===== src/common/spi_cfg_pkg.sv =====
package spi_cfg_pkg;

    // ----------------------------------------------------------
    // Frame
    // ----------------------------------------------------------

    // Bits per transfer, MSB first
    localparam int FRAME_BITS = 8;
    localparam int BIT_CNT_W  = $clog2(FRAME_BITS);  // Bit counter width

    // ----------------------------------------------------------
    // Serial clock divider
    // ----------------------------------------------------------

    // pllClk_i cycles per master tick
    // One tick is half an sclk period, so sclk = pllClk_i / 8
    localparam int TICK_DIV   = 4;
    localparam int TICK_CNT_W = $clog2(TICK_DIV);    // 2 bits

    // ----------------------------------------------------------
    // Transfer timing
    // ----------------------------------------------------------

    // Setup tick, two ticks per bit, hold tick
    localparam int XFER_TICKS = 1 + 2 * FRAME_BITS + 1;

    // Start edge to master done pulse, in pllClk_i cycles (72)
    localparam int XFER_CYCLES = XFER_TICKS * TICK_DIV;

endpackage


===== src/common/spi_state_pkg.sv =====
package spi_state_pkg;

    // ----------------------------------------------------------
    // Master controller
    // ----------------------------------------------------------

    typedef enum logic [1:0] {
        MST_IDLE  = 2'd0,  // Waiting for start, ready high
        MST_SETUP = 2'd1,  // One tick before ss_n falls
        MST_SHIFT = 2'd2,  // Toggling sclk, FRAME_BITS periods
        MST_HOLD  = 2'd3   // Hold tick, then ss_n rises
    } master_state_t;

    // ----------------------------------------------------------
    // Slave controller
    // ----------------------------------------------------------

    typedef enum logic [1:0] {
        SLV_IDLE   = 2'd0,  // Deselected, miso held at 0
        SLV_ACTIVE = 2'd1,  // Selected, shifting bits
        SLV_DONE   = 2'd2   // Full frame seen, wait for ss_n high
    } slave_state_t;

endpackage


===== src/spi_master/spi_master.sv =====
`timescale 1ns/1ps

// SPI mode 0 master, one frame per start strobe
module spi_master
    import spi_cfg_pkg::*, spi_state_pkg::*;
(
    input  logic                  pllClk_i,   // System clock
    input  logic                  rst_i,      // Sync reset, active high
    input  logic                  start_i,    // One-cycle start strobe
    input  logic [FRAME_BITS-1:0] tx_data_i,  // Byte to slave
    input  logic                  miso_i,     // Serial data from slave
    output logic                  sclk_o,     // Serial clock, idles low
    output logic                  ss_n_o,     // Chip select, active low
    output logic                  mosi_o,     // Serial data to slave
    output logic [FRAME_BITS-1:0] rx_data_o,  // Byte from slave
    output logic                  done_o,     // One-cycle done pulse
    output logic                  ready_o     // High while idle
);

    master_state_t         state;
    logic [TICK_CNT_W-1:0] tick_cnt;   // Divider count
    logic                  tick;       // Half sclk period elapsed
    logic                  start_ok;   // Start accepted this cycle
    logic [BIT_CNT_W-1:0]  bit_cnt;    // Bits completed in frame
    logic                  last_bit;
    logic [FRAME_BITS-1:0] tx_shift;   // MOSI side
    logic [FRAME_BITS-1:0] rx_shift;   // MISO side

    // Start is only taken while idle, otherwise dropped
    assign start_ok = start_i && (state == MST_IDLE);
    assign last_bit = (bit_cnt == BIT_CNT_W'(FRAME_BITS - 1));

    // ----------------------------------------------------------
    // Divider tick
    // ----------------------------------------------------------

    // Tick fires on the last count of each divider period
    assign tick = (state != MST_IDLE) && (tick_cnt == TICK_CNT_W'(TICK_DIV - 1));

    always_ff @(posedge pllClk_i) begin
        if (rst_i) begin
            tick_cnt <= '0;
        end else if (state == MST_IDLE || tick) begin
            tick_cnt <= '0;               // Held while idle, so start aligns ticks
        end else begin
            tick_cnt <= tick_cnt + 1'b1;
        end
    end

    // ----------------------------------------------------------
    // Controller
    // ----------------------------------------------------------

    always_ff @(posedge pllClk_i) begin
        if (rst_i) begin
            state     <= MST_IDLE;
            sclk_o    <= 1'b0;
            ss_n_o    <= 1'b1;
            bit_cnt   <= '0;
            done_o    <= 1'b0;
            rx_data_o <= '0;
        end else begin
            done_o <= 1'b0;                   // Pulse by default
            case (state)
                MST_IDLE: begin
                    if (start_ok) begin
                        state <= MST_SETUP;
                    end
                end

                MST_SETUP: begin
                    // Select the slave, MSB already on mosi
                    if (tick) begin
                        ss_n_o  <= 1'b0;
                        bit_cnt <= '0;
                        state   <= MST_SHIFT;
                    end
                end

                MST_SHIFT: begin
                    if (tick) begin
                        sclk_o <= ~sclk_o;
                        if (sclk_o) begin         // Falling edge closes a bit
                            bit_cnt <= bit_cnt + 1'b1;
                            if (last_bit) begin
                                state <= MST_HOLD;
                            end
                        end
                    end
                end

                MST_HOLD: begin
                    if (done_o) begin
                        state <= MST_IDLE;        // Ready one cycle after done
                    end else if (tick) begin
                        ss_n_o    <= 1'b1;        // Deselect after hold tick
                        done_o    <= 1'b1;
                        rx_data_o <= rx_shift;    // Held until next done
                    end
                end

                default: begin
                    state <= MST_IDLE;
                end
            endcase
        end
    end

    // ----------------------------------------------------------
    // Shift registers
    // ----------------------------------------------------------

    always_ff @(posedge pllClk_i) begin
        if (start_ok) begin
            tx_shift <= tx_data_i;            // Captured, input free to change
        end else if (state == MST_SHIFT && tick) begin
            if (sclk_o) begin
                // Fall: next MOSI bit
                tx_shift <= {tx_shift[FRAME_BITS-2:0], 1'b0};
            end else begin
                // Rise: sample MISO
                rx_shift <= {rx_shift[FRAME_BITS-2:0], miso_i};
            end
        end
    end

    // ----------------------------------------------------------
    // Outputs
    // ----------------------------------------------------------

    assign mosi_o  = ~ss_n_o & tx_shift[FRAME_BITS-1];  // Low while deselected
    assign ready_o = (state == MST_IDLE);

endmodule


===== src/spi_slave/spi_slave.sv =====
`timescale 1ns/1ps

// SPI mode 0 slave, edges found by oversampling on pllClk_i
module spi_slave
    import spi_cfg_pkg::*, spi_state_pkg::*;
(
    input  logic                  pllClk_i,   // System clock
    input  logic                  rst_i,      // Sync reset, active high
    input  logic                  sclk_i,     // Serial clock from master
    input  logic                  ss_n_i,     // Chip select, active low
    input  logic                  mosi_i,     // Serial data from master
    input  logic [FRAME_BITS-1:0] tx_data_i,  // Byte to master
    output logic                  miso_o,     // Serial data to master
    output logic [FRAME_BITS-1:0] rx_data_o,  // Byte from master
    output logic                  done_o      // One-cycle done pulse
);

    slave_state_t          state;
    logic                  sclk_q;     // sclk one cycle back
    logic                  ss_n_q;     // ss_n one cycle back
    logic                  sclk_rise;
    logic                  sclk_fall;
    logic                  ss_fall;    // Frame start
    logic                  ss_rise;    // Frame end or abort
    logic [BIT_CNT_W-1:0]  bit_cnt;    // Bits sampled so far
    logic                  last_bit;
    logic [FRAME_BITS-1:0] tx_shift;   // MISO side
    logic [FRAME_BITS-1:0] rx_shift;   // MOSI side

    // ----------------------------------------------------------
    // Edge detection
    // ----------------------------------------------------------

    // Registered copies give the one-cycle lag behind the master
    always_ff @(posedge pllClk_i) begin
        if (rst_i) begin
            sclk_q <= 1'b0;                   // Bus idle levels
            ss_n_q <= 1'b1;
        end else begin
            sclk_q <= sclk_i;
            ss_n_q <= ss_n_i;
        end
    end

    assign sclk_rise = sclk_i & ~sclk_q;
    assign sclk_fall = ~sclk_i & sclk_q;
    assign ss_fall   = ~ss_n_i & ss_n_q;
    assign ss_rise   = ss_n_i & ~ss_n_q;

    assign last_bit = (bit_cnt == BIT_CNT_W'(FRAME_BITS - 1));

    // ----------------------------------------------------------
    // Controller
    // ----------------------------------------------------------

    always_ff @(posedge pllClk_i) begin
        if (rst_i) begin
            state     <= SLV_IDLE;
            bit_cnt   <= '0;
            rx_data_o <= '0;
        end else begin
            case (state)
                SLV_IDLE: begin
                    if (ss_fall) begin
                        bit_cnt <= '0;
                        state   <= SLV_ACTIVE;
                    end
                end

                SLV_ACTIVE: begin
                    if (ss_rise) begin
                        state <= SLV_IDLE;        // Short frame dropped, no done
                    end else if (sclk_rise) begin
                        bit_cnt <= bit_cnt + 1'b1;
                        if (last_bit) begin
                            // Final bit goes straight into the output
                            rx_data_o <= {rx_shift[FRAME_BITS-2:0], mosi_i};
                            state     <= SLV_DONE;
                        end
                    end
                end

                SLV_DONE: begin
                    if (ss_n_i) begin
                        state <= SLV_IDLE;
                    end
                end

                default: begin
                    state <= SLV_IDLE;
                end
            endcase
        end
    end

    // ----------------------------------------------------------
    // Shift registers
    // ----------------------------------------------------------

    always_ff @(posedge pllClk_i) begin
        if (state == SLV_IDLE && ss_fall) begin
            tx_shift <= tx_data_i;            // MSB valid before first rise
        end else if (state == SLV_ACTIVE && sclk_fall) begin
            tx_shift <= {tx_shift[FRAME_BITS-2:0], 1'b0};
        end

        if (state == SLV_ACTIVE && sclk_rise) begin
            rx_shift <= {rx_shift[FRAME_BITS-2:0], mosi_i};
        end
    end

    // ----------------------------------------------------------
    // Outputs
    // ----------------------------------------------------------

    // MISO held low unless a frame is open
    assign miso_o = (state != SLV_IDLE) & tx_shift[FRAME_BITS-1];

    // Single cycle, as the controller leaves DONE on the same level
    assign done_o = (state == SLV_DONE) & ss_n_i;

endmodule


===== src/source/spi_loopback_top.sv =====
`timescale 1ns/1ps

// SPI master and slave wired back to back on one clock
module spi_loopback_top
    import spi_cfg_pkg::*;
(
    input  logic                  pllClk_i,          // System clock
    input  logic                  rst_i,             // Sync reset, active high
    input  logic                  start_i,           // Start strobe to master
    input  logic [FRAME_BITS-1:0] master_tx_data_i,  // Master to slave byte
    input  logic [FRAME_BITS-1:0] slave_tx_data_i,   // Slave to master byte
    output logic                  ready_o,           // Master idle
    output logic [FRAME_BITS-1:0] master_rx_data_o,  // Byte seen by master
    output logic                  master_done_o,
    output logic [FRAME_BITS-1:0] slave_rx_data_o,   // Byte seen by slave
    output logic                  slave_done_o
);

    // ----------------------------------------------------------
    // SPI bus
    // ----------------------------------------------------------

    logic spi_sclk;    // Idles low
    logic spi_ss_n;    // Idles high
    logic spi_mosi;
    logic spi_miso;    // 0 while deselected

    // Master
    spi_master i_master (
        .pllClk_i  (pllClk_i),
        .rst_i     (rst_i),
        .start_i   (start_i),
        .tx_data_i (master_tx_data_i),
        .miso_i    (spi_miso),
        .sclk_o    (spi_sclk),
        .ss_n_o    (spi_ss_n),
        .mosi_o    (spi_mosi),
        .rx_data_o (master_rx_data_o),
        .done_o    (master_done_o),
        .ready_o   (ready_o)
    );

    // Slave, finds bus edges on pllClk_i
    spi_slave i_slave (
        .pllClk_i  (pllClk_i),
        .rst_i     (rst_i),
        .sclk_i    (spi_sclk),
        .ss_n_i    (spi_ss_n),
        .mosi_i    (spi_mosi),
        .tx_data_i (slave_tx_data_i),
        .miso_o    (spi_miso),
        .rx_data_o (slave_rx_data_o),
        .done_o    (slave_done_o)
    );

endmodule


===== config.mk =====
export PLATFORM = sky130hd
export DESIGN_NAME = spi_loopback_top
export DESIGN_NICKNAME = d
export VERILOG_FILES = /design/src/common/spi_cfg_pkg.sv /design/src/common/spi_state_pkg.sv /design/src/spi_master/spi_master.sv /design/src/spi_slave/spi_slave.sv /design/src/source/spi_loopback_top.sv
export SDC_FILE = /design/constraint.sdc
export NUM_CORES = 1
export LEC_CHECK = 0
export BUFFER_PORTS_ARGS = -buffer_cell sky130_fd_sc_hd__buf_2
export CAP_MARGIN = 20
export CORE_MARGIN = 3
export CORE_UTILIZATION = 55
export CTS_BUF_LIST = sky130_fd_sc_hd__clkbuf_16
export DETAILED_ROUTE_END_ITERATION = 10
export GPL_ROUTABILITY_DRIVEN = 0
export PLACE_DENSITY_LB_ADDON = 0.08
export RECOVER_POWER = 100
export SLEW_MARGIN = 30
export SYNTH_ARGS = -nofsm -noshare
export SYNTH_HDL_FRONTEND = slang
export SYNTH_SLANG_ARGS = --single-unit

===== constraint.sdc =====
create_clock -name pllClk_i -period 5.1 [get_ports pllClk_i]
set_clock_uncertainty 0.1 [all_clocks]
set_input_delay 0.255 -clock pllClk_i [delete_from_list [all_inputs] [get_ports pllClk_i]]
set_output_delay 0.255 -clock pllClk_i [all_outputs]
set_load 0.01 [all_outputs]

**Word-level counts from Yosys, hierarchy flattened**

Index checks and enable logic that the tools add are counted.

- Output and inout port bits: 19
- Bits of input ports: 19
- Register bits: 64
- Word-level logic and storage cells: 116

- Equal/unequal tests: 22
- $add $sub $neg: 3
- Reduce and logical (&&, ||, !) cells: 29
- Bitwise operators: 15
- Muxes and demuxes: 31

Operator list:

| cell | count |
|---|---|
| $mux W8 | 5 |
| $mux W2 | 11 |
| $reduce_and A4 Y1 | 5 |
| $mux W3 | 6 |
| $ne A2 B1 Y1 const B | 9 |
| $reduce_bool A2 Y1 | 8 |
| $pmux W3 S2 | 2 |
| $eq A2 B2 Y1 const B | 4 |
| $not A1 Y1 | 8 |
| $pmux W2 S4 | 1 |
| $and A1 B1 Y1 | 7 |
| $add A3 B1 Y3 const B | 2 |
| $eq A3 B3 Y1 const B | 2 |
| $logic_and A1 B1 Y1 | 6 |
| $ne A2 B2 Y1 const B | 3 |
| $ne A3 B1 Y1 const B | 2 |
| $pmux W2 S3 | 1 |
| $reduce_and A3 Y1 | 2 |
| $reduce_and A6 Y1 | 1 |
| $eq A2 B1 Y1 const B | 2 |
| $logic_not A2 Y1 | 2 |
| $mux W1 | 4 |
| $reduce_and A2 Y1 | 2 |
| $reduce_or A3 Y1 | 1 |
| 4 further kinds | 4 |

**Depth between registers and ports, before layout**

Gate-level depths: netlist of the first run.

- Depth in word-level cells: 5
- Depth in mapped cells: 7
- Gate-level depth less buffers: 6

**Cells and area by module**

From an unflattened synthesis of the first run, not the netlist that was laid out.

- Cells, all modules: 204
- Area, all modules: 2712.6 sq um

By module, submodules not included:

| module | cells each | times used | sequential area each (sq um) | area each (sq um) |
|---|---|---|---|---|
| spi_master | 104 | 1 | 840.8 | 1408.9 |
| spi_slave | 100 | 1 | 750.7 | 1303.8 |

**Worst setup path before layout of the first run**

No wires, ideal clock.

- Path type: register to register
- Start: register i_master.state[0]
- End: register i_master.tx_shift[0] (enable)
- Library setup time: 384 ps
- Data required time: 4616 ps
- Slack: 3025 ps
- Period minus slack after synthesis: 2075 ps
- Cell stages (with the launch flop): 5
- Buffers on the path: 0
- Arrival: 1591 ps
- Cell sequence: dfxtp_1 inv_1 ha_1 nand2b_1 o21ai_0

- Elaborated cells on any way between the ends: 9
- Classes of those cells: eq/ne (1); reduce/logical (8)

RTL lines:

| item | RTL line | text |
|---|---|---|
| start: declaration | spi_master.sv:20 | `master_state_t state;` |
| start signal: assignment | spi_master.sv:56 | `state <= MST_IDLE;` |
| start signal: assignment | spi_master.sv:67 | `state <= MST_SETUP;` |
| start signal: assignment | spi_master.sv:76 | `state <= MST_SHIFT;` |
| $logic_not A2 Y1 * | -- |  |
| via ready_o | spi_loopback_top.sv:12 | `output logic ready_o,` |
| $logic_and A1 B1 Y1 * | spi_master.sv:30 | `assign start_ok = start_i && (state == MST_IDLE);` |
| $reduce_bool A2 Y1 (no source line) | -- |  |
| $reduce_and A2 Y1 (no source line) * | -- |  |
| end signal: assignment | spi_master.sv:115 | `tx_shift <= tx_data_i;` |
| end signal: assignment | spi_master.sv:119 | `tx_shift <= {tx_shift[FRAME_BITS-2:0], 1'b0};` |
| end: declaration | spi_master.sv:26 | `logic [FRAME_BITS-1:0] tx_shift;` |

Mark *: on every way through the listed nets, which the timed path passes. The rest lies on a longest branch.
A chain may end at the register's enable or synchronous reset.

**Worst setup path in the final report of the first run**

- Start: register i_slave.bit_cnt[0]
- End: register i_slave.rx_data_o[5]

- Longest elaborated chain between the ends: 2

RTL lines:

| item | RTL line | text |
|---|---|---|
| start: declaration | spi_slave.sv:25 | `logic [BIT_CNT_W-1:0] bit_cnt;` |
| start signal: assignment | spi_slave.sv:74 | `bit_cnt <= bit_cnt + 1'b1;` |
| $eq A3 B3 Y1 | spi_slave.sv:50 | `assign last_bit = (bit_cnt == BIT_CNT_W'(FRAME_BITS - 1));` |
| $reduce_and A4 Y1 (no source line) | -- |  |
| end signal: assignment | spi_slave.sv:77 | `rx_data_o <= {rx_shift[FRAME_BITS-2:0], mosi_i};` |
| end: declaration | spi_slave.sv:14 | `output logic [FRAME_BITS-1:0] rx_data_o,` |

Every way passes these cells.

==> results of run 1 <==
## synthesized netlist by cell type, drive strengths merged
master / n / area share
or2: 1 / 0.0025
nand3b: 2 / 0.0059
a2111oi: 1 / 0.011
a21oi: 5 / 0.011
xor2: 1 / 0.0034
nand3: 1 / 0.0020
o21ai: 2 / 0.0039
dfxtp: 33 / 0.26
a211oi: 1 / 0.0029
nor4b: 3 / 0.019
and3: 2 / 0.0049
nor2: 21 / 0.032
nand2: 8 / 0.012
nor3: 1 / 0.0020
nor2b: 3 / 0.0073
a22o: 8 / 0.027
and4bb: 1 / 0.0049
mux2i: 11 / 0.043
o21a: 1 / 0.0029
and2b: 2 / 0.0059
nand2b: 7 / 0.017
a21o: 1 / 0.0029
o21bai: 1 / 0.0029
edfxtp: 31 / 0.36
mux2: 14 / 0.062
buf: 3 / 0.011
nor4: 1 / 0.0025
and2: 2 / 0.0049
clkbuf: 3 / 0.0044
inv: 4 / 0.0059
a22oi: 4 / 0.012
ha: 10 / 0.049
## where the power goes
part	leakage, nW	switching [mW]	total, mW	internal (mW)
clock network	0.145	0.200	0.549	0.349
registers	0.554	0.0151	0.598	0.583
logic	0.426	0.0810	0.153	0.0721
## sequential cells by signal, summed over array words and instances, names as in the netlist, 2 cells and up
register and cells:
i_master.rx_data_o 8, i_master.rx_shift 8, i_master.tx_shift 8, i_slave.rx_data_o 8, i_slave.tx_shift 8, i_slave.rx_shift 7, i_master.bit_cnt 3, i_slave.bit_cnt 3
i_master.state 2, i_master.tick_cnt 2, i_slave.state 2
## worst min-delay path by stage
stage / cells after the start / from / slack, ns / endpoint
floorplan: 1 / i_master.tick_cnt[0] / 0.30 / i_master.tick_cnt[0]
global placement: 1 / i_master.tick_cnt[0] / 0.31 / i_master.tick_cnt[0]
detailed placement: 1 / i_master.tick_cnt[0] / 0.32 / i_master.tick_cnt[0]
CTS: 2 / slave_tx_data_i[0] / 0.11 / i_slave.tx_shift[0]
global route: 2 / slave_tx_data_i[0] / 0.11 / i_slave.tx_shift[0]
finish: 2 / slave_tx_data_i[0] / 0.11 / i_slave.tx_shift[0]
## through the flow
| step | util | cell area, um2 | hold WS (ns) | instances |
|---|---|---|---|---|
| finish | 0.673 | 2970 | 0.114 | 288 |
| global route | 0.673 | 2970 | 0.110 | 288 |
| CTS | 0.691 | 3050 | 0.105 | 288 |
| detailed placement | 0.629 | 2780 | 0.325 | 272 |
| global placement | 0.627 | 2770 | 0.309 | 272 |
| floorplan | - | 2550 | 0.299 | 189 |
## cells by family after synthesis
group                    share of synthesized area
AO/OA/AOI/OAI                               0.0769
buffers and inverters                       0.0211
AND/OR/NAND/NOR                              0.122
adder cells (fa/ha/maj)                     0.0490
multiplexers                                 0.105
flip-flops                                   0.623
XOR/XNOR                                   0.00343
## final cells by class
class,instances,area [um2]
sequential,64,1590
multi-input combinational,115,863
clock inverter,6,25.0
inverter,4,15.0
tap,52,65.1
timing repair buffer,37,161
clock buffer,10,250
fill,344,1440
## per-layer routing
layer | part of all wire | wire length (um)
met1 | 0.42 | 1860
met2 | 0.51 | 2220
met3 | 0.056 | 247
met4 | 0.013 | 57
met5 | 0 | 0
## cells in the final DEF, fill, tap and decap left out
cell type,synthesis,routed
sky130_fd_sc_hd__clkinv_2,0,2
sky130_fd_sc_hd__nor3_1,1,1
sky130_fd_sc_hd__and2b_1,2,2
sky130_fd_sc_hd__nor2_1,20,21
sky130_fd_sc_hd__a22oi_1,4,4
sky130_fd_sc_hd__o21bai_1,1,1
sky130_fd_sc_hd__and2_1,2,2
sky130_fd_sc_hd__nand2b_1,7,7
sky130_fd_sc_hd__clkinv_1,0,2
sky130_fd_sc_hd__nand3_1,1,1
sky130_fd_sc_hd__mux2_1,0,2
sky130_fd_sc_hd__nor4b_1,1,3
sky130_fd_sc_hd__or2_2,1,1
sky130_fd_sc_hd__nor4_1,1,1
sky130_fd_sc_hd__and4bb_1,0,1
sky130_fd_sc_hd__dfxtp_1,33,33
sky130_fd_sc_hd__mux2_2,14,12
sky130_fd_sc_hd__ha_1,10,10
sky130_fd_sc_hd__nand3b_1,2,2
sky130_fd_sc_hd__nor2b_1,3,3
sky130_fd_sc_hd__nand2_1,8,8
sky130_fd_sc_hd__xor2_1,1,1
sky130_fd_sc_hd__buf_2,1,18
sky130_fd_sc_hd__a21o_1,1,1
sky130_fd_sc_hd__a22o_1,8,8
sky130_fd_sc_hd__o21a_1,1,1
sky130_fd_sc_hd__a211oi_1,1,1
sky130_fd_sc_hd__clkbuf_16,0,10
sky130_fd_sc_hd__inv_1,4,6
sky130_fd_sc_hd__and3_1,2,2
sky130_fd_sc_hd__a21oi_1,4,5
sky130_fd_sc_hd__edfxtp_1,31,31
sky130_fd_sc_hd__o21ai_0,2,2
sky130_fd_sc_hd__mux2i_1,11,11
sky130_fd_sc_hd__clkbuf_1,3,19
sky130_fd_sc_hd__a2111oi_0,0,1
## worst max-delay path, stage by stage (launching register included)
cell	delay, ns
sky130_fd_sc_hd__dfxtp_1	0.35
sky130_fd_sc_hd__ha_1	0.17
sky130_fd_sc_hd__ha_1	0.15
sky130_fd_sc_hd__nand3b_1	0.10
sky130_fd_sc_hd__nor4b_1	1.77
sky130_fd_sc_hd__mux2i_1	0.33
sky130_fd_sc_hd__nor2_1	0.06
==> tab_implementation.tex, run 1 <==
\begin{tabular}{lr}
\hline
Metric & Value \\
\hline
\multicolumn{2}{l}{\textbf{Clocking}} \\
\quad Clock transition time at the flip-flop clock pins of the worst setup and hold paths & about 0.05 ns \\
\quad Number of clock buffers inserted by TritonCTS & 9 \\
\quad TritonCTS clock tree & built \\
\quad CTS-repair resized insts & 0 \\
\quad Master cell of the clock root buffer & sky130\_fd\_sc\_hd\_\_clkbuf\_16 \\
\quad Clock insertion delay at the later pin of the skew report & 0.32 ns \\
\quad Number of levels the H-tree was split into & 3 \\
\quad Clk sink count & 64 \\
\quad Max Buffers Root-to-Sink & 2 \\
\quad Hold buffer count at cts & 0 \\
\quad Post-CTS setup buffer count & 0 \\
\multicolumn{2}{l}{\textbf{Die}} \\
\quad Starting Density & 0.579 \\
\quad Area of the die & between 5000 and 6000 um2 \\
\quad Count of pins on the block boundary & 38 \\
\quad Standard-cell rows & 24 \\
\quad Die span in y & approximately 74 um \\
\quad Core area & roughly 4400 um2 \\
\quad Width of the chip & roughly 74 um \\
\multicolumn{2}{l}{\textbf{Setup path}} \\
\quad Data arrival time of the critical path & between 3 and 4 ns \\
\quad Top fanout value on the critical path & 9 \\
\quad Reg2reg end & i\_slave.rx\_data\_o[5] \\
\quad Reg-to-reg setup timing slack & around 2 ns \\
\quad Setup crit start kind & flop \\
\quad Data required time of the critical path & between 5 and 6 ns \\
\quad Critical path launch point & i\_slave.bit\_cnt[0] \\
\quad Reg-to-reg startpoint & i\_slave.bit\_cnt[0] \\
\quad Capturing instance or port of the critical path & i\_slave.rx\_data\_o[5] \\
\quad Type of the worst setup path & flop to flop \\
\quad Element type at the critical path end & flop \\
\quad Number of cells traversed by the worst register-to-register path & 6 \\
\multicolumn{2}{l}{\textbf{STA}} \\
\quad Slew Viols, Final & 20 \\
\quad Final worst-path cycle share & 0.619 \\
\quad Total count of hold-check failures in the final report & 0 \\
\quad Finish-stage setup viols & 0 \\
\quad Timing-limited maximum frequency & roughly 320 MHz \\
\quad Setup slack of the critical path after layout & between 1.5 and 2 ns \\
\quad Max-Slew Margin vs Limit & -0.525 \\
\quad Slew at the pin closest to its max-slew limit & 2.26 ns \\
\quad Min cycle time layout & between 3 and 4 ns \\
\quad Setup repair after global routing missed its margin & no \\
\quad Sum of negative setup slack & 0 ns \\
\multicolumn{2}{l}{\textbf{Power}} \\
\quad Worst IR drop on VDD & 297 uV \\
\quad P per Cell Area & about 440 nW/um2 \\
\quad Total leakage power & roughly 1.1 nW \\
\quad Total Power Consumption & around 1.3 mW \\
\multicolumn{2}{l}{\textbf{Yosys}} \\
\quad Count of distinct cell types in the synthesized netlist & 37 \\
\quad Avg Cell Area, Syn & around 14 um2 \\
\quad Net count after synthesis & $\sim$220 \\
\quad Share of the yosys chip area belonging to registers & 0.623 \\
\quad Number of flip-flops and latches in the synthesized netlist & 64 \\
\quad Mapped Cells & $\sim$190 \\
\quad Total number of yosys warnings & 0 \\
\quad Mapped cell area & around 2600 um2 \\
\multicolumn{2}{l}{\textbf{Drt}} \\
\quad Average detailed-routed wire length per instance & roughly 15 um \\
\quad Number of search-and-repair iterations in the first detailed-routing pass & 4 \\
\quad Via density & roughly 5.5 \\
\quad Post-DRT Antenna Nets & 0 \\
\quad Total DRC errors in the routed layout & 0 \\
\quad Drt total wl & 4.39 mm \\
\quad Total number of vias & $\sim$1,600 \\
\quad Drt first-iter violations & 65 \\
\multicolumn{2}{l}{\textbf{Cells and area}} \\
\quad Number of nets in the layout & 260 \\
\quad Layout cell share with drive strength beyond 1 & 0.182 \\
\quad Area delta synth->final & 16.3\% \\
\quad Number of antenna diodes & 0 \\
\multicolumn{2}{l}{\textbf{Status}} \\
\quad Failing checks & capacitance limit, slew limit \\
\quad Result of the run & finished with violations \\
\multicolumn{2}{l}{\textbf{GRT}} \\
\quad GR Util met3 & 0.0811 \\
\quad Met2 routing resource usage after global routing & 0.281 \\
\quad First-pass GRT wire length & about 7 mm \\
\quad Total congestion overflow after global routing & 0 \\
\quad Number of antenna violations at the first check in global routing & 0 \\
\quad Met1 usage in global routing & 0.199 \\
\quad Most used routing layer & met2 \\
\quad Via count of the first global-routing pass & approximately 1,600 \\
\quad Maximum number of pins on one net before global-route repair & 28 \\
\quad Aggregate global-route resource usage & 0.177 \\
\multicolumn{2}{l}{\textbf{Placement}} \\
\quad Final HPWL DP & $\sim$3.1 mm \\
\quad Minimum setup slack after placement & about 3 ns \\
\quad Port-buffer cells & 37 \\
\multicolumn{2}{l}{\textbf{Flow run}} \\
\quad Number of max-cap violations & 2 \\
\multicolumn{2}{l}{\textbf{Min path}} \\
\quad Kind of path behind the tightest hold check & primary input to flop \\
\hline
\end{tabular}
(Power assumes the default switching activity.)
==> inputs of run 2 (changes only) <==
CORE_UTILIZATION = 50   (was 55)
clock period = 2.7 ns   (was 5.1 ns; I/O delays follow)
==> tab_implementation.tex, run 2 (synthesized netlist as in run 1, its figures left out) <==
\begin{tabular}{lr}
\hline
Metric & Value \\
\hline
\multicolumn{2}{l}{\textbf{Power}} \\
\quad Worst IR drop on VDD & 499 uV (+68\%) \\
\quad P per Cell Area & 824 nW/um2 (+88\%) \\
\quad Total leakage power & 1.13 nW (+0.77\%) \\
\multicolumn{2}{l}{\textbf{Clocking}} \\
\quad Clock transition time at the flip-flop clock pins of the worst setup and hold paths & 0.05 ns (about the same) \\
\quad CTS-repair resized insts & 0 (unchanged) \\
\quad Number of levels the H-tree was split into & 3 (unchanged) \\
\quad TritonCTS clock tree & built \\
\quad Master cell of the clock root buffer & sky130\_fd\_sc\_hd\_\_clkbuf\_16 \\
\quad Post-CTS setup buffer count & 0 (unchanged) \\
\quad Max Buffers Root-to-Sink & 2 (unchanged) \\
\quad Hold buffer count at cts & 1 (+1) \\
\quad Clock insertion delay at the later pin of the skew report & 0.32 ns (about the same) \\
\quad Clk sink count & 64 (unchanged) \\
\quad Number of clock buffers inserted by TritonCTS & 9 (unchanged) \\
\multicolumn{2}{l}{\textbf{Drt}} \\
\quad Post-DRT Antenna Nets & 0 (unchanged) \\
\quad Via density & 5.20 (-5.5\%) \\
\quad Drt total wl & 4.34 mm (-0.96\%) \\
\quad Number of search-and-repair iterations in the first detailed-routing pass & 5 (+1) \\
\quad Total DRC errors in the routed layout & 0 (unchanged) \\
\quad Total number of vias & 1,592 (+0.44\%) \\
\quad Average detailed-routed wire length per instance & 14.2 um (-6.8\%) \\
\quad Drt first-iter violations & 64 (-1.5\%) \\
\multicolumn{2}{l}{\textbf{Placement}} \\
\quad Placement Cell Area & 2800 um2 (+0.90\%) \\
\quad Final HPWL DP & 3.13 mm (+0.96\%) \\
\quad Port-buffer cells & 37 (unchanged) \\
\multicolumn{2}{l}{\textbf{GRT}} \\
\quad Total congestion overflow after global routing & 0 (unchanged) \\
\quad Number of antenna violations at the first check in global routing & 0 (unchanged) \\
\quad Maximum number of pins on one net before global-route repair & 28 (unchanged) \\
\quad First-pass GRT wire length & 7.35 mm (+4.5\%) \\
\quad Aggregate global-route resource usage & 0.162 (-0.0148) \\
\quad Via count of the first global-routing pass & 1,595 (+0.50\%) \\
\multicolumn{2}{l}{\textbf{STA}} \\
\quad Total count of hold-check failures in the final report & 0 (unchanged) \\
\quad Max-Slew Margin vs Limit & 0.345 (+0.870) \\
\quad Sum of negative setup slack & 0 ns (unchanged) \\
\quad Timing-limited maximum frequency & 439 MHz (+39\%) \\
\quad Slew at the pin closest to its max-slew limit & 0.979 ns (-1.28 ns) \\
\quad Finish-stage setup viols & 0 (unchanged) \\
\quad Setup repair after global routing missed its margin & no \\
\quad Min cycle time layout & 2.28 ns (-0.880 ns) \\
\quad Slew Viols, Final & 0 (-100\%) \\
\quad Final worst-path cycle share & 0.843 (+0.224) \\
\multicolumn{2}{l}{\textbf{Die}} \\
\quad Area of the die & 6000 um2 (+9.2\%) \\
\quad Die span in y & 77.5 um (+4.5\%) \\
\quad Standard-cell rows & 25 (+4.2\%) \\
\quad Starting Density & 0.530 (-0.0484) \\
\quad Count of pins on the block boundary & 38 (unchanged) \\
\quad Core area & 4820 um2 (+9.1\%) \\
\quad Width of the chip & 77.5 um (+4.5\%) \\
\multicolumn{2}{l}{\textbf{Cells and area}} \\
\quad Number of antenna diodes & 0 (unchanged) \\
\quad Area delta synth->final & 18.2\% \\
\quad Number of nets in the layout & 263 (+1.2\%) \\
\quad Highest-count cells in the layout ignoring fill and taps & sky130\_fd\_sc\_hd\_\_dfxtp\_1, sky130\_fd\_sc\_hd\_\_edfxtp\_1, sky130\_fd\_sc\_hd\_\_nor2\_1, sky130\_fd\_sc\_hd\_\_clkbuf\_1, sky130\_fd\_sc\_hd\_\_buf\_2 \\
\quad Design area & 3020 um2 (+1.6\%) \\
\quad Most frequent standard cell in the layout excluding fill and tap cells & sky130\_fd\_sc\_hd\_\_dfxtp\_1 \\
\quad Layout cell share with drive strength beyond 1 & 0.188 (+0.00608) \\
\multicolumn{2}{l}{\textbf{Min path}} \\
\quad Kind of path behind the tightest hold check & primary input to flop \\
\quad Hold Path Stages & 2 (unchanged) \\
\multicolumn{2}{l}{\textbf{Flow run}} \\
\quad Number of max-cap violations & 0 (-2) \\
\multicolumn{2}{l}{\textbf{Setup path}} \\
\quad Element type at the critical path end & flop \\
\quad Setup crit start kind & flop \\
\quad Number of cells traversed by the worst register-to-register path & 6 (unchanged) \\
\quad Type of the worst setup path & flop to flop \\
\quad Data required time of the critical path & 2.85 ns (-2.34 ns) \\
\quad Data arrival time of the critical path & 2.42 ns (-0.83 ns) \\
\quad Top fanout value on the critical path & 8 (-1) \\
\multicolumn{2}{l}{\textbf{Status}} \\
\quad Result of the run & finished, final reports clean \\
\hline
\end{tabular}
==> run 2: changes by cell type in the layout (fill, tap and decap cells not counted) <==
cell	delta
sky130_fd_sc_hd__mux2_1	-2
sky130_fd_sc_hd__dlygate4sd3_1	+1
sky130_fd_sc_hd__clkinvlp_4	+1
sky130_fd_sc_hd__clkinv_2	-2
sky130_fd_sc_hd__nor4b_1	-1
sky130_fd_sc_hd__clkbuf_16	-1
sky130_fd_sc_hd__bufinv_16	+1
sky130_fd_sc_hd__clkbuf_1	+2
sky130_fd_sc_hd__inv_1	+1
sky130_fd_sc_hd__nor4b_2	+1
sky130_fd_sc_hd__mux2_2	+2
==> run 2: critical path: stages, from the launching register on <==
cell and delay (ns):
sky130_fd_sc_hd__dfxtp_1 0.38, sky130_fd_sc_hd__inv_1 0.10, sky130_fd_sc_hd__ha_1 0.29, sky130_fd_sc_hd__and2b_1 0.28, sky130_fd_sc_hd__nor2_1 0.07, sky130_fd_sc_hd__a2111oi_0 0.72
sky130_fd_sc_hd__mux2i_1 0.27
==> run 2: path summary, 6_finish.rpt <==
kind | from | end | slack (ns)
setup reg to reg | i_master.state[0] | i_master.state[1] | 0.42
hold reg to reg | i_master.tick_cnt[0] | i_master.tick_cnt[0] | 0.32
setup / recovery | i_master.state[0] | i_master.state[1] | 0.42
hold / removal | master_tx_data_i[5] | i_master.tx_shift[5] | 0.01
==> run 2: per-stage QoR <==
stage | cells | utilization | hold slack, ns | total power [mW] | setup WS, ns
3_5_place_dp | 289 | 0.581 | 0.316 | 1.48 | 0.570
2_1_floorplan | 189 | - | 0.233 | 1.40 | 0.625
5_1_grt | 306 | 0.627 | 0.0114 | 2.61 | 0.250
6_report | 306 | 0.627 | 0.0104 | 2.49 | 0.423
4_1_cts | 306 | 0.642 | 0.00106 | 2.56 | 0.557
3_3_place_gp | 289 | 0.581 | 0.311 | 1.46 | 0.688
==> run 2: final cells by class <==
cell class	count	area (um2)
flip-flops and latches	64	1590
inverters	4	15.0
multi-input cells	115	870
clock buffers	9	225
well taps	67	83.8
repair buffers	40	179
clock inverters	7	56.3
fillers	411	1800
==> run 2: where the power goes <==
group / internal [mW] / switching, mW / leakage, nW
clock: 0.696 / 0.376 / 0.144
sequential: 1.10 / 0.0274 / 0.554
combinational: 0.138 / 0.152 / 0.435
==> run 2: metal layers <==
metal | wire length [um] | vias to the layer above | share of wire | track usage
li1 | - | 780 | - | -
met1 | 1810 | 767 | 0.42 | 0.181
met2 | 2240 | 31 | 0.52 | 0.268
met3 | 166 | 14 | 0.038 | 0.0383
met4 | 127 | 0 | 0.029 | 0.123
met5 | 0 | - | 0 | 0
==> inputs of run 3 (changes only) <==
CORE_UTILIZATION = 55   (was 50)
clock period = 2.3 ns   (was 2.7 ns; I/O delays follow)
==> tab_implementation.tex, run 3 (synthesized netlist as in run 1, its figures left out) <==
\begin{tabular}{lr}
\hline
Metric & Value \\
\hline
\multicolumn{2}{l}{\textbf{GRT}} \\
\quad First-pass GRT wire length & 7.45 mm (+1.3\%) \\
\quad Met2 routing resource usage after global routing & 0.311 (+0.0433) \\
\quad Number of antenna violations at the first check in global routing & 0 (unchanged) \\
\quad GR Util met3 & 0.0878 (+0.0496) \\
\quad Met1 usage in global routing & 0.203 (+0.0224) \\
\quad Aggregate global-route resource usage & 0.186 (+0.0240) \\
\quad Total congestion overflow after global routing & 0 (unchanged) \\
\quad Most used routing layer & met2 \\
\quad Maximum number of pins on one net before global-route repair & 28 (unchanged) \\
\quad Via count of the first global-routing pass & 1,625 (+1.9\%) \\
\multicolumn{2}{l}{\textbf{Clocking}} \\
\quad Max Buffers Root-to-Sink & 2 (unchanged) \\
\quad Clock transition time at the flip-flop clock pins of the worst setup and hold paths & 0.05 ns (about the same) \\
\quad Number of clock buffers inserted by TritonCTS & 9 (unchanged) \\
\quad Clk sink count & 64 (unchanged) \\
\quad Master cell of the clock root buffer & sky130\_fd\_sc\_hd\_\_clkbuf\_16 \\
\quad Clock insertion delay at the later pin of the skew report & 0.32 ns (about the same) \\
\quad Number of levels the H-tree was split into & 3 (unchanged) \\
\quad CTS-repair resized insts & 0 (unchanged) \\
\quad TritonCTS clock tree & built \\
\quad Hold buffer count at cts & 15 (+14) \\
\quad Post-CTS setup buffer count & 0 (unchanged) \\
\multicolumn{2}{l}{\textbf{STA}} \\
\quad Slew at the pin closest to its max-slew limit & 0.948 ns (-0.0314 ns) \\
\quad Total count of hold-check failures in the final report & 0 (unchanged) \\
\quad Min cycle time layout & 2.07 ns (-0.203 ns) \\
\quad Final worst-path cycle share & 0.902 (+0.0584) \\
\quad Sum of negative setup slack & 0 ns (unchanged) \\
\quad Timing-limited maximum frequency & 482 MHz (+9.8\%) \\
\quad Setup repair after global routing missed its margin & no \\
\quad Minimum hold slack & 0.0358 ns (+0.0254 ns) \\
\quad Finish-stage setup viols & 0 (unchanged) \\
\quad Slew Viols, Final & 0 (unchanged) \\
\quad Max-Slew Margin vs Limit & 0.366 (+0.0210) \\
\multicolumn{2}{l}{\textbf{Flow run}} \\
\quad Number of max-cap violations & 0 (unchanged) \\
\multicolumn{2}{l}{\textbf{Cells and area}} \\
\quad Number of nets in the layout & 279 (+6.1\%) \\
\quad Area delta synth->final & 23.1\% \\
\quad Most frequent standard cell in the layout excluding fill and tap cells & sky130\_fd\_sc\_hd\_\_dfxtp\_1 \\
\quad Highest-count cells in the layout ignoring fill and taps & sky130\_fd\_sc\_hd\_\_dfxtp\_1, sky130\_fd\_sc\_hd\_\_edfxtp\_1, sky130\_fd\_sc\_hd\_\_nor2\_1 \\
\quad Layout cell share with drive strength beyond 1 & 0.204 (+0.0156) \\
\quad Filler Cells Inserted & 309 (-25\%) \\
\quad Number of antenna diodes & 0 (unchanged) \\
\multicolumn{2}{l}{\textbf{Min path}} \\
\quad Worst Hold Endpoint & i\_master.tx\_shift[0] \\
\quad Worst min-delay path startpoint & master\_tx\_data\_i[0] \\
\quad Hold Path Stages & 2 (unchanged) \\
\quad Kind of path behind the tightest hold check & primary input to flop \\
\multicolumn{2}{l}{\textbf{Drt}} \\
\quad Post-DRT Antenna Nets & 0 (unchanged) \\
\quad Drt total wl & 4.63 mm (+6.6\%) \\
\quad Total DRC errors in the routed layout & 0 (unchanged) \\
\quad Average detailed-routed wire length per instance & 15.1 um (+6.3\%) \\
\quad Drt first-iter violations & 68 (+6.3\%) \\
\quad Number of search-and-repair iterations in the first detailed-routing pass & 4 (-1) \\
\quad Via density & 5.35 (+2.8\%) \\
\quad Total number of vias & 1,642 (+3.1\%) \\
\multicolumn{2}{l}{\textbf{Die}} \\
\quad Core area & 4410 um2 (-8.4\%) \\
\quad Width of the chip & 74.2 um (-4.3\%) \\
\quad Standard-cell rows & 24 (-4.0\%) \\
\quad Area of the die & 5500 um2 (-8.4\%) \\
\quad Count of pins on the block boundary & 38 (unchanged) \\
\quad Starting Density & 0.579 (+0.0484) \\
\quad Die span in y & 74.2 um (-4.3\%) \\
\multicolumn{2}{l}{\textbf{Setup path}} \\
\quad Reg-to-reg startpoint & i\_master.state[0] \\
\quad Sequence of cells on the critical path & inv\_1 -> ha\_1 -> and2b\_1 -> nor2\_1 -> a2111oi\_2 -> mux2i\_1 \\
\quad Reg-to-reg setup timing slack & 0.23 ns (-0.20 ns) \\
\quad Data required time of the critical path & 2.44 ns (-0.41 ns) \\
\quad Element type at the critical path end & flop \\
\quad Slowest cell on the critical path & sky130\_fd\_sc\_hd\_\_a2111oi\_2 \\
\quad Top fanout value on the critical path & 8 (unchanged) \\
\quad Reg2reg end & i\_master.state[1] \\
\quad Number of cells traversed by the worst register-to-register path & 6 (unchanged) \\
\quad Critical Path Max Stage Delay & 0.47 ns (-0.25 ns) \\
\quad Setup crit start kind & flop \\
\quad Data arrival time of the critical path & 2.21 ns (-0.21 ns) \\
\quad Type of the worst setup path & flop to flop \\
\multicolumn{2}{l}{\textbf{Power}} \\
\quad Power share of the combinational group & 0.136 (+0.019) \\
\quad Net switching power & 0.683 mW (+23\%) \\
\quad Flop pwr share & 0.461 (+0.008) \\
\quad P per Cell Area & 914 nW/um2 (+11\%) \\
\quad Share of total power in the clock network & 0.403 (-0.028) \\
\quad Total leakage power & 1.21 nW (+6.4\%) \\
\quad Switching part of the total & 0.238 (+0.0146) \\
\quad Int Pwr & 2.19 mW (+13\%) \\
\quad Worst IR drop on VDD & 670 uV (+34\%) \\
\multicolumn{2}{l}{\textbf{Placement}} \\
\quad Port-buffer cells & 37 (unchanged) \\
\quad Final HPWL DP & 3.04 mm (-2.9\%) \\
\multicolumn{2}{l}{\textbf{Status}} \\
\quad Result of the run & finished, final reports clean \\
\hline
\end{tabular}
## run 3: cell types whose count changed in the layout (fill, tap and decap cells not counted), moves of 2 or more
cell / before / now
sky130_fd_sc_hd__buf_4: 0 / 3
sky130_fd_sc_hd__clkinv_2: 0 / 4
sky130_fd_sc_hd__clkinv_1: 2 / 0
sky130_fd_sc_hd__dlygate4sd3_1: 1 / 15
## run 3: power groups by stage
stage	logic, mW	clock network [mW]	registers (mW)
2_1_floorplan	0.304	0	1.34
3_3_place_gp	0.367	0	1.34
3_5_place_dp	0.398	0	1.34
4_1_cts	0.418	1.19	1.32
5_1_grt	0.429	1.24	1.33
6_report	0.391	1.16	1.32
## run 3: metrics by stage
stage	total power, mW	utilization	area, um2	std cells	setup WS (ns)
2_1_floorplan	1.64	-	2550	189	0.225
3_3_place_gp	1.71	0.634	2800	276	0.533
3_5_place_dp	1.74	0.634	2800	276	0.360
4_1_cts	2.93	0.726	3200	307	0.345
5_1_grt	3.00	0.713	3150	307	0.113
6_report	2.87	0.713	3150	307	0.226
## run 3: area by class of cell
type / instances / area (um2) / area share
clock inverters: 7 / 31.3 / 0.00994
flip-flops and latches: 64 / 1590 / 0.506
repair buffers: 56 / 338 / 0.107
well taps: 52 / 65.1 / 0.0207
multi-input cells: 115 / 880 / 0.280
inverters: 4 / 15.0 / 0.00477
clock buffers: 9 / 225 / 0.0716
## run 3: critical path, delay by kind of cell (launching register included)
family          cells  cell delay, ns
compound gates      1            0.47
fa+ha+maj           1            0.29
buf+inv             1            0.10
flops               1            0.38
mux                 1            0.27
simple gates        2            0.39
## run 3: how the worst max path moves through the flow
stage                 startpoint                    to  slack [ns]  depth (start not counted)
3_5_place_dp   i_master.state[0]     i_master.state[1]        0.36                          6
4_1_cts        i_master.state[0]     i_master.state[1]        0.35                          6
5_1_grt        i_master.state[0]     i_master.state[1]        0.11                          6
6_report       i_master.state[0]     i_master.state[1]        0.23                          6
2_1_floorplan  i_master.state[0]  i_master.tx_shift[0]        0.22                          4
3_3_place_gp   i_master.state[0]     i_master.state[0]        0.53                          6
## run 3: metal layers
layer	wire length, um	up-vias
li1	-	813
met4	106	0
met5	0	-
met1	1970	781
met2	2350	37
met3	205	11
